File: config.mk
export PLATFORM = sky130hd
export DESIGN_NAME = board_shell
export DESIGN_NICKNAME = d
export VERILOG_FILES = /design/src/common/board_pkg.sv /design/src/logic/reset_sync.sv /design/src/logic/rtc_divider.sv /design/src/fan/fan_ctrl.sv /design/src/logic/sd_pad_adapter.sv /design/src/logic/board_shell.sv
export SDC_FILE = /design/constraint.sdc
export NUM_CORES = 1
export LEC_CHECK = 0
export BUFFER_PORTS_ARGS = -buffer_cell sky130_fd_sc_hd__buf_2
export CAP_MARGIN = 20
export CORE_ASPECT_RATIO = 0.6
export CORE_MARGIN = 4
export CORE_UTILIZATION = 25
export CTS_BUF_LIST = sky130_fd_sc_hd__clkbuf_16
export CTS_CLUSTER_SIZE = 28
export DETAILED_ROUTE_END_ITERATION = 7
export PLACE_DENSITY_LB_ADDON = 0.08
export SYNTH_ARGS = -nofsm -noshare
export SYNTH_HDL_FRONTEND = slang
export SYNTH_SLANG_ARGS = --single-unit
File: constraint.sdc
create_clock -name soc_clk -period 0.85 [get_ports soc_clk]
set_input_delay 0.085 -clock soc_clk [delete_from_list [all_inputs] [get_ports soc_clk]]
set_output_delay 0.085 -clock soc_clk [all_outputs]
set_load 0.02 [all_outputs]
File: src/common/board_pkg.sv
// Shared definitions for the board shell
// Vector types for fan setting and SPI host pins
// Default divider and prescaler values

package board_pkg;

  //////////////////////////////////////////////////
  // Vector types
  //////////////////////////////////////////////////

  // Fan speed setting, in PWM slots out of FanSlots
  typedef logic [3:0] fan_setting_t;

  // SPI chip selects from the SoC, bit 0 goes to the SD slot
  typedef logic [1:0] spi_cs_t;

  // SPI data lanes and their output enables
  typedef logic [3:0] spi_lanes_t;

  //////////////////////////////////////////////////
  // Fan PWM
  //////////////////////////////////////////////////

  // Slots per fan period, one per setting step
  localparam int unsigned FanSlots = 16;

  // soc_clk cycles per PWM slot
  localparam int unsigned DefaultFanPrescale = 1024;

  //////////////////////////////////////////////////
  // RTC
  //////////////////////////////////////////////////

  // soc_clk cycles per RTC period, 50 MHz down to 1 MHz
  localparam int unsigned DefaultRtcDivide = 50;

endpackage

File: src/logic/reset_sync.sv
// Reset synchroniser for the SoC domain
// Asynchronous assertion, release after two soc_clk edges
// Test mode hands the raw board reset straight through

module reset_sync (
  input  logic soc_clk,
  input  logic cpu_resetn_i,
  input  logic testmode_i,
  output logic rst_no
);

  // Two-flop chain, ones shift in once the button is released
  logic [1:0] sync_q;

  always_ff @(posedge soc_clk or negedge cpu_resetn_i) begin
    if (!cpu_resetn_i) begin
      sync_q <= 2'b00;
    end else begin
      sync_q <= {sync_q[0], 1'b1};
    end
  end

  // Scan needs direct control of the reset net
  assign rst_no = testmode_i ? cpu_resetn_i : sync_q[1];

endmodule

File: src/logic/rtc_divider.sv
// Real-time-clock divider
// Toggles rtc_o every RtcDivide/2 soc_clk cycles

module rtc_divider #(
  // soc_clk cycles per RTC period, even and at least 4
  parameter int unsigned RtcDivide = board_pkg::DefaultRtcDivide
) (
  input  logic soc_clk,
  input  logic rst_n,
  output logic rtc_o
);

  localparam int unsigned HalfPeriod = RtcDivide / 2;
  localparam int unsigned CntWidth   = $clog2(HalfPeriod);

  logic [CntWidth-1:0] count_q;
  logic [CntWidth-1:0] count_d;
  logic                wrap;
  logic                rtc_q;

  //////////////////////////////////////////////////
  // Half-period counter
  //////////////////////////////////////////////////

  always_comb begin
    wrap    = (count_q == CntWidth'(HalfPeriod - 1));
    count_d = wrap ? '0 : count_q + 1'b1;
  end

  always_ff @(posedge soc_clk or negedge rst_n) begin
    if (!rst_n) begin
      count_q <= '0;
      rtc_q   <= 1'b0;
    end else begin
      count_q <= count_d;
      // One edge of the square wave per wrap
      if (wrap) begin
        rtc_q <= ~rtc_q;
      end
    end
  end

  assign rtc_o = rtc_q;

endmodule

File: src/fan/fan_ctrl.sv
// PWM fan controller
// Prescaler, 16-slot period counter and duty compare
// Setting is taken over only at the start of a period

module fan_ctrl #(
  // soc_clk cycles per PWM slot, at least 1
  parameter int unsigned FanPrescale = board_pkg::DefaultFanPrescale
) (
  input  logic                   soc_clk,
  input  logic                   rst_n,
  input  board_pkg::fan_setting_t fan_sw_i,
  output logic                   fan_pwm_o
);

  // Keep a one-bit counter even when no prescaling is asked for
  localparam int unsigned PreWidth = (FanPrescale > 1) ? $clog2(FanPrescale) : 1;

  logic [PreWidth-1:0]     pre_q;
  logic [PreWidth-1:0]     pre_d;
  board_pkg::fan_setting_t slot_q;
  board_pkg::fan_setting_t slot_d;
  board_pkg::fan_setting_t setting_q;
  board_pkg::fan_setting_t setting_next;
  logic                    pre_last;
  logic                    slot_last;
  logic                    period_start;
  logic                    pwm_d;
  logic                    pwm_q;

  //////////////////////////////////////////////////
  // Slot timing
  //////////////////////////////////////////////////

  always_comb begin
    pre_last     = (pre_q == PreWidth'(FanPrescale - 1));
    slot_last    = (slot_q == board_pkg::fan_setting_t'(board_pkg::FanSlots - 1));
    period_start = (pre_q == '0) && (slot_q == '0);

    pre_d  = pre_last ? '0 : pre_q + 1'b1;
    slot_d = slot_q;
    if (pre_last) begin
      slot_d = slot_last ? '0 : slot_q + 1'b1;
    end
  end

  always_ff @(posedge soc_clk or negedge rst_n) begin
    if (!rst_n) begin
      pre_q  <= '0;
      slot_q <= '0;
    end else begin
      pre_q  <= pre_d;
      slot_q <= slot_d;
    end
  end

  //////////////////////////////////////////////////
  // Setting hold and duty compare
  //////////////////////////////////////////////////

  // Switches moving mid-period must not cut a pulse short
  assign setting_next = period_start ? fan_sw_i : setting_q;

  always_ff @(posedge soc_clk) begin
    if (period_start) begin
      setting_q <= fan_sw_i;
    end
  end

  // High for the first setting slots, so 0 never drives the fan
  assign pwm_d = (slot_q < setting_next);

  always_ff @(posedge soc_clk or negedge rst_n) begin
    if (!rst_n) begin
      pwm_q <= 1'b0;
    end else begin
      pwm_q <= pwm_d;
    end
  end

  assign fan_pwm_o = pwm_q;

endmodule

File: src/logic/sd_pad_adapter.sv
// SD card pad adapter in SPI mode
// Card-detect synchroniser and SPI host to SD pad mapping

module sd_pad_adapter (
  input  logic                 soc_clk,
  input  logic                 rst_n,
  input  logic                 sd_cd_i,
  input  logic                 spi_sck_i,
  input  logic                 spi_sck_en_i,
  input  board_pkg::spi_cs_t    spi_cs_i,
  input  board_pkg::spi_cs_t    spi_cs_en_i,
  input  board_pkg::spi_lanes_t spi_sd_i,
  input  board_pkg::spi_lanes_t spi_sd_en_i,
  input  logic                 sd_dat0_i,
  output logic                 sd_sclk_o,
  output logic                 sd_cmd_o,
  output logic                 sd_dat3_o,
  output logic                 spi_miso_o
);

  logic [1:0] cd_sync_q;
  logic       card_present;

  //////////////////////////////////////////////////
  // Card detect
  //////////////////////////////////////////////////

  // Slot switch is asynchronous to soc_clk
  always_ff @(posedge soc_clk or negedge rst_n) begin
    if (!rst_n) begin
      cd_sync_q <= 2'b00;
    end else begin
      cd_sync_q <= {cd_sync_q[0], sd_cd_i};
    end
  end

  assign card_present = cd_sync_q[1];

  //////////////////////////////////////////////////
  // Pad mapping
  //////////////////////////////////////////////////

  always_comb begin
    // Idle level, pads high and no data back to the host
    sd_sclk_o  = 1'b1;
    sd_dat3_o  = 1'b1;
    sd_cmd_o   = 1'b1;
    spi_miso_o = 1'b0;
    if (card_present) begin
      // SCK to CLK, CS0 to DAT3, MOSI to CMD, DAT0 back as MISO
      sd_sclk_o  = spi_sck_en_i   ? spi_sck_i   : 1'b1;
      sd_dat3_o  = spi_cs_en_i[0] ? spi_cs_i[0] : 1'b1;
      sd_cmd_o   = spi_sd_en_i[0] ? spi_sd_i[0] : 1'b1;
      spi_miso_o = sd_dat0_i;
    end
  end

endmodule

File: src/logic/board_shell.sv
// Board adaption shell around the SoC core
// Reset synchroniser, RTC divider, fan PWM and SD pad adapter

module board_shell #(
  parameter int unsigned RtcDivide   = board_pkg::DefaultRtcDivide,
  parameter int unsigned FanPrescale = board_pkg::DefaultFanPrescale
) (
  input  logic                 soc_clk,
  input  logic                 cpu_resetn_i,
  input  logic                 testmode_i,
  // Fan speed switches
  input  board_pkg::fan_setting_t fan_sw_i,
  // SD slot
  input  logic                 sd_cd_i,
  input  logic                 sd_dat0_i,
  // SPI host pins from the SoC
  input  logic                 spi_sck_i,
  input  logic                 spi_sck_en_i,
  input  board_pkg::spi_cs_t    spi_cs_i,
  input  board_pkg::spi_cs_t    spi_cs_en_i,
  input  board_pkg::spi_lanes_t spi_sd_i,
  input  board_pkg::spi_lanes_t spi_sd_en_i,
  // To the SoC and the board
  output logic                 soc_rst_n_o,
  output logic                 rtc_o,
  output logic                 fan_pwm_o,
  output logic                 sd_sclk_o,
  output logic                 sd_cmd_o,
  output logic                 sd_dat3_o,
  output logic                 spi_miso_o
);

  logic rst_n;

  //////////////////////////////////////////////////
  // Reset
  //////////////////////////////////////////////////

  reset_sync reset_sync_inst (
    .soc_clk      ( soc_clk      ),
    .cpu_resetn_i ( cpu_resetn_i ),
    .testmode_i   ( testmode_i   ),
    .rst_no       ( rst_n        )
  );

  assign soc_rst_n_o = rst_n;

  //////////////////////////////////////////////////
  // RTC
  //////////////////////////////////////////////////

  rtc_divider #(
    .RtcDivide ( RtcDivide )
  ) rtc_divider_inst (
    .soc_clk ( soc_clk ),
    .rst_n   ( rst_n   ),
    .rtc_o   ( rtc_o   )
  );

  //////////////////////////////////////////////////
  // Fan control
  //////////////////////////////////////////////////

  fan_ctrl #(
    .FanPrescale ( FanPrescale )
  ) fan_ctrl_inst (
    .soc_clk   ( soc_clk   ),
    .rst_n     ( rst_n     ),
    .fan_sw_i  ( fan_sw_i  ),
    .fan_pwm_o ( fan_pwm_o )
  );

  //////////////////////////////////////////////////
  // SD card in SPI mode
  //////////////////////////////////////////////////

  sd_pad_adapter sd_pad_adapter_inst (
    .soc_clk      ( soc_clk      ),
    .rst_n        ( rst_n        ),
    .sd_cd_i      ( sd_cd_i      ),
    .spi_sck_i    ( spi_sck_i    ),
    .spi_sck_en_i ( spi_sck_en_i ),
    .spi_cs_i     ( spi_cs_i     ),
    .spi_cs_en_i  ( spi_cs_en_i  ),
    .spi_sd_i     ( spi_sd_i     ),
    .spi_sd_en_i  ( spi_sd_en_i  ),
    .sd_dat0_i    ( sd_dat0_i    ),
    .sd_sclk_o    ( sd_sclk_o    ),
    .sd_cmd_o     ( sd_cmd_o     ),
    .sd_dat3_o    ( sd_dat3_o    ),
    .spi_miso_o   ( spi_miso_o   )
  );

endmodule

==> results of run 1 <==
[final timing paths]
kind                                                       startpoint                                          to  cells after the start
max                                  fan_ctrl_inst.pre_q[0]$_DFF_PN0_           fan_ctrl_inst.fan_pwm_o$_DFF_PN0_                      9
min                                                      cpu_resetn_i            fan_ctrl_inst.pre_q[7]$_DFF_PN0_                      3
max reg2reg                          fan_ctrl_inst.pre_q[0]$_DFF_PN0_           fan_ctrl_inst.fan_pwm_o$_DFF_PN0_                      9
min reg2reg                sd_pad_adapter_inst.cd_sync_q[0]$_DFF_PN0_  sd_pad_adapter_inst.cd_sync_q[1]$_DFF_PN0_                      0
max in group asynchronous         reset_sync_inst.sync_q[1]$_DFF_PN0_       rtc_divider_inst.count_q[0]$_DFF_PN0_                      2
min in group soc_clk                                      fan_sw_i[0]          fan_ctrl_inst.setting_q[0]$_DFF_P_                      2
[placed cells by master, fill, tap and decap left out, types with 2 or more instances in the layout]
| cell | instances |
|---|---|
| nor2_2 | 2 |
| mux2_4 | 3 |
| clkbuf_16 | 5 |
| inv_1 | 6 |
| buf_4 | 26 |
| nor2_1 | 2 |
| dfxtp_1 | 4 |
| dlygate4sd3_1 | 2 |
| o21ai_1 | 4 |
| o21ai_2 | 3 |
| nand3_2 | 4 |
| o211ai_1 | 3 |
| inv_2 | 5 |
| nand3_1 | 4 |
| dfrtp_1 | 24 |
| ha_4 | 6 |
| nand2_4 | 2 |
| buf_2 | 14 |
| xnor2_2 | 3 |
| ha_2 | 2 |
| nand3_4 | 3 |
| nand2_1 | 5 |
| nor4b_4 | 2 |
| a21oi_1 | 2 |
| nand4_1 | 2 |
| buf_6 | 14 |
| nand3b_1 | 3 |
| xor2_1 | 4 |
| clkinv_2 | 2 |
[report_power, final]
group	leakage, nW	switching, mW	internal [mW]	total, mW
clock network	0.0748	0.583	1.06	1.64
registers	0.339	0.0101	1.40	1.41
logic	0.657	0.0965	0.0948	0.191
total	1.07	0.690	2.55	3.24
[critical path: stages (launching register included)]
cell and delay, ps:
dfrtp_1 380, inv_1 60, ha_2 150, nor4b_4 260
nand3_4 160, mux2i_4 240, ha_4 240, a2111oi_4 300
nand2_1 80, o211ai_1 150
[metrics by stage]
| step | setup TNS, ps | total power, mW | hold WS [ps] | cell area, µm² | setup slack [ps] |
|---|---|---|---|---|---|
| after floorplan | -9590 | 1.51 | -211 | 1430 | -1250 |
| after global placement | -12200 | 1.58 | -123 | 1800 | -1360 |
| after detailed placement | -12240 | 1.59 | -117 | 1800 | -1400 |
| after CTS | -13420 | 3.29 | -23.0 | 2240 | -1280 |
| after global routing | -15270 | 3.38 | 0.483 | 2310 | -1400 |
| final | -13500 | 3.24 | -30.6 | 2310 | -1260 |
[flip-flops by register name, summed over array words and instances, names as in the netlist]
signal and count:
reset_sync_inst.sync_q 2, fan_ctrl_inst.pre_q 10, sd_pad_adapter_inst.cd_sync_q 2, fan_ctrl_inst.fan_pwm_o 1, fan_ctrl_inst.slot_q 4, rtc_divider_inst.rtc_o 1
rtc_divider_inst.count_q 5, fan_ctrl_inst.setting_q 4
[cell type report]
cell class              count  area [µm²]
clock buffers               5         125
clock inverters             3        13.8
fillers                   485        2870
inverters                  11        43.8
multi-input cells          82         895
flip-flops and latches     29         707
well taps                  66        82.6
repair buffers             56         443
[kinds of logic after synthesis]
kind of cell               after synthesis  share of synthesized area
adders and majority gates                9                     0.0823
other                                    1                    0.00274
AOI/OAI and AO/OA                       18                     0.0832
DFF                                     29                      0.516
and+or+nand+nor                         40                      0.180
buffers and inverters                   12                     0.0357
xor gates and xnor gates                 8                     0.0512
muxes                                    6                     0.0494
[metal layers]
metal  vias up  track usage  routed length [µm]
met5         -            0                   0
met4         0       0.0498                  44
met3         5       0.0471                 166
met2        18        0.165                1480
met1       539        0.137                1690
li1        563            -                   -
[repair_timing]
action                                  CTS  global route
gates cloned                              0             0
pin swaps                                23            11
buffers inserted                          7             2
hold endpoints to repair                 21             0
resized for setup                        55            14
endpoints found under the setup margin   32            32
hold buffers                              2             0
==> results.toml, run 1 <==
[route]
viasPerCell = 4.46
via_count = 1125
dr.pass1.iters = 4
final_antenna_net_count = 0
wl_per_cell_um = 13.4
routed_wl_um = 3370
first_iter_violations = 37
drcViolationCount = 0

[pwr]
power_density_nw_per_um2 = 1400
p_leak_nw = 1.07
max-vdd-ir-drop_v = 0.000638

[floorplan]
start_util = 0.264
dieWidth_um = 104
coreArea_um2 = 5180
placementRows = 20
io-pin-count = 30
dieArea_um2 = 6760
die_h_um = 65.3

[clock_network]
tritoncts = "done"
cts_made_buffers = 5
htreeDepth = 2
clk_latency_ps = 270
cts_root_buffer = "clkbuf_16"
ctsLongestPathBuffers = 2
cts_num_sinks = 29
clk_pin_slew_ps = 50

[yosys]
synth_nets = 155
synthDistinctLibCells = 36
synth.avg_cell_area_um2 = 11.1
synth_area_leader_cell = "dfrtp_1"
synthFlopType = "dfrtp_1"
yosysMostFrequentCell = "dfrtp_1"
synthCells = 123
syn_area_um2 = 1370
synth.area.top_cells = "dfrtp_1 46%, ha_1 8.2%, dfxtp_1 5.9%"
synth_edf_count = 0
async_flop_share = 0.862
ys_seq_area_frac = 0.516
synth_top_cell_area_share = 0.457
ys_top_cells_by_count = "25 x dfrtp_1, 10 x inv_1, 10 x nand3_1"
ys_seq_elements = 29
ys_warn_count = 0

[timing]
hold_violations = 23
post-route-period-util = 2.48
holdWs_ps = -30.6
finalSetupViolCount = 31
min_period_ps = 2110
rsz0062_at_grt = "yes"
finClkSkew_ps = 2.85
drv_slew = 0
worst_slack_ps = -1260
max_freq_mhz = 475

[outcome]
outcome = "complete, but fails checks"
violations = "negative hold slack, negative setup slack"

[setup_path]
r2r_slack_ps = -1260
critPathKind = "flip-flop to flip-flop"
start_kind = "flip-flop"
critPathMaxFanout = 3
critical_path_required_ps = 1040
setup.worst_path.end_class = "flip-flop"
cp.arrival_ps = 2290

[cells_and_area]
final_core_util = 0.446
num_antenna_cells = 0
final_cells = 252
final_nets = 217
layout-drive-gt1-share = 0.591
syn2layout_area_growth_pct = 68.7

[grt]
grt_antenna_before_repair = 0
grt_pass1_wl_um = 5620
grt_use_total = 0.110
grt-ovfl-total = 0
grt_max_degree = 24
grt_pass1_vias = 1179

[place]
portBuffers = 21
gp_congestion = 0.728
dp_hpwl_um = 2450
dp.cells = 235

[run]
max-cap-violations = 0

[worst_hold_path]
hold_path_class = "input pin to async pin"
(Power assumes the default switching activity.)
==> run 2: changes to the inputs <==
Settings changed: PLACE_DENSITY_LB_ADDON 0.08 to unset.
==> results.toml, run 2 (synthesis results as in run 1) <==
[place]
dp.cells = 236
dp_hpwl_um = 2290
place_ws_ps = -1330
gp_congestion = 0.853
postPlaceCellArea_um2 = 1820
portBuffers = 21

[setup_path]
critical_path_required_ps = 1040
critPathMaxStageDelay_ps = 380
cp.arrival_ps = 2400
r2r-start = "fan_ctrl_inst.pre_q[0]$_DFF_PN0_"
cpMostUsedCell = "ha_1"
path_cells = "inv_1 > ha_1 > nor4b_2 > nand3_2 > mux2i_2 > ha_1 > a2111oi_4 > nand2_1 > o211ai_1"
r2r_slack_ps = -1360
rr_worst_depth = 9
critPathMaxFanout = 3
critPathKind = "flip-flop to flip-flop"
start_kind = "flip-flop"
setup.worst_path.end_class = "flip-flop"
critPathSlowestCell = "dfrtp_1"
reg2reg_to = "fan_ctrl_inst.fan_pwm_o$_DFF_PN0_"

[route]
first_iter_violations = 24
viasPerCell = 4.52
dr.pass1.iters = 4
drcViolationCount = 0
wl_per_cell_um = 13.1
final_antenna_net_count = 0
via_count = 1171
routed_wl_um = 3400

[cells_and_area]
stdcell_area_um2 = 2360
nFillCells = 470
final_cells = 259
top_register = "fan_ctrl_inst.pre_q"
syn2layout_area_growth_pct = 72.6
final_core_util = 0.456
largest_reg_flops = 10
top_regs = "fan_ctrl_inst.pre_q (10), rtc_divider_inst.count_q (5)"
final_nets = 224
mostFrequentLayoutCells = "31 x buf_4, 23 x dfrtp_1, 15 x buf_6"
num_antenna_cells = 0
final_common_cell = "buf_4"
layout-drive-gt1-share = 0.596

[floorplan]
io-pin-count = 30
dieArea_um2 = 6760
placementRows = 20
die_h_um = 65.3
start_util = 0.264
dieWidth_um = 104
coreArea_um2 = 5180

[clock_network]
cts_num_sinks = 29
clk_pin_slew_ps = 50
tritoncts = "done"
cts_made_buffers = 5
htreeDepth = 2
ctsLongestPathBuffers = 2
cts_root_buffer = "clkbuf_16"
clk_latency_ps = 280

[pwr]
max-vdd-ir-drop_v = 0.000644
p_leak_nw = 1.11
power_density_nw_per_um2 = 1370

[timing]
min_period_ps = 2210
holdWs_ps = -30.5
post-route-period-util = 2.60
max_freq_mhz = 453
finClkSkew_ps = 5.92
drv_slew = 0
finalSetupViolCount = 31
worst_slack_ps = -1360
hold_violations = 23
rsz0062_at_grt = "yes"

[grt]
grt_pass1_wl_um = 5750
grt_pass1_vias = 1183
grt_antenna_before_repair = 0
grt-ovfl-total = 0
grt_max_degree = 24
grt_use_total = 0.111

[worst_hold_path]
hold_path_class = "input pin to async pin"

[outcome]
violations = "negative hold slack, negative setup slack"
outcome = "complete, but fails checks"

[run]
max-cap-violations = 0
[run 2: changes by cell type in the layout (fill, tap and decap cells not counted), sizes merged]
cell	delta
buf	+7
clkinv	-2
inv	+2
[run 2: where the power goes]
part / leakage (nW) / total, mW / internal [mW] / switching [mW]
Clock: 0.0776 / 1.63 / 1.05 / 0.586
Combinational: 0.698 / 0.183 / 0.0924 / 0.0908
Sequential: 0.337 / 1.41 / 1.40 / 0.00848
[run 2: worst max-delay path by stage]
stage | startpoint | end | slack, ps | cells after the start
6_report | fan_ctrl_inst.pre_q[0]$_DFF_PN0_ | fan_ctrl_inst.fan_pwm_o$_DFF_PN0_ | -1360 | 9
5_1_grt | fan_ctrl_inst.slot_q[1]$_DFFE_PN0N_ | fan_ctrl_inst.fan_pwm_o$_DFF_PN0_ | -1540 | 9
4_1_cts | fan_ctrl_inst.slot_q[0]$_DFFE_PN0N_ | fan_ctrl_inst.fan_pwm_o$_DFF_PN0_ | -1330 | 9
3_5_place_dp | fan_ctrl_inst.slot_q[0]$_DFFE_PN0N_ | fan_ctrl_inst.fan_pwm_o$_DFF_PN0_ | -1330 | 9
3_3_place_gp | fan_ctrl_inst.slot_q[0]$_DFFE_PN0N_ | fan_ctrl_inst.fan_pwm_o$_DFF_PN0_ | -1220 | 9
2_1_floorplan | fan_ctrl_inst.slot_q[0]$_DFFE_PN0N_ | fan_ctrl_inst.fan_pwm_o$_DFF_PN0_ | -1250 | 9
[run 2: metal layers]
layer  wire [µm]  vias to the layer above  global-route usage
li1            -                      568                   -
met1        1760                      564               0.150
met2        1390                       31               0.151
met3         192                        8              0.0481
met4          66                        0              0.0481
met5           0                        -                   0
[run 2: per-stage QoR]
step	hold WS, ps	power, mW	setup TNS (ps)
2_1_floorplan	-211	1.51	-9590
3_3_place_gp	-121	1.58	-11380
3_5_place_dp	-121	1.58	-12190
4_1_cts	-16.3	3.29	-13420
5_1_grt	16.4	3.35	-14750
6_report	-30.5	3.23	-12910
[run 2: repair_timing]
action	in CTS	in global routing
pin swaps	26	15
buffers inserted	8	7
resized for setup	45	24
setup endpoints to repair	31	31
hold buffers	2	0
endpoints found under the hold margin	10	0
[run 2: area by class of cell]
cell class / count / area (µm²) / area share
Multi-Input combinational cell: 82 / 882 / 0.373
Clock inverter: 3 / 11.3 / 0.00477
Clock buffer: 5 / 125 / 0.0530
Sequential cell: 29 / 708 / 0.300
Inverter: 11 / 41.3 / 0.0175
Tap cell: 66 / 82.6 / 0.0350
Timing Repair Buffer: 63 / 512 / 0.217
[run 2: critical path: cells and delay by family (launching register included)]
| family | cells | cell delay, ps |
|---|---|---|
| compound gates | 2 | 540 |
| fa+ha+maj | 2 | 450 |
| buf+inv | 1 | 60 |
| flops | 1 | 380 |
| mux | 1 | 230 |
| simple gates | 3 | 460 |
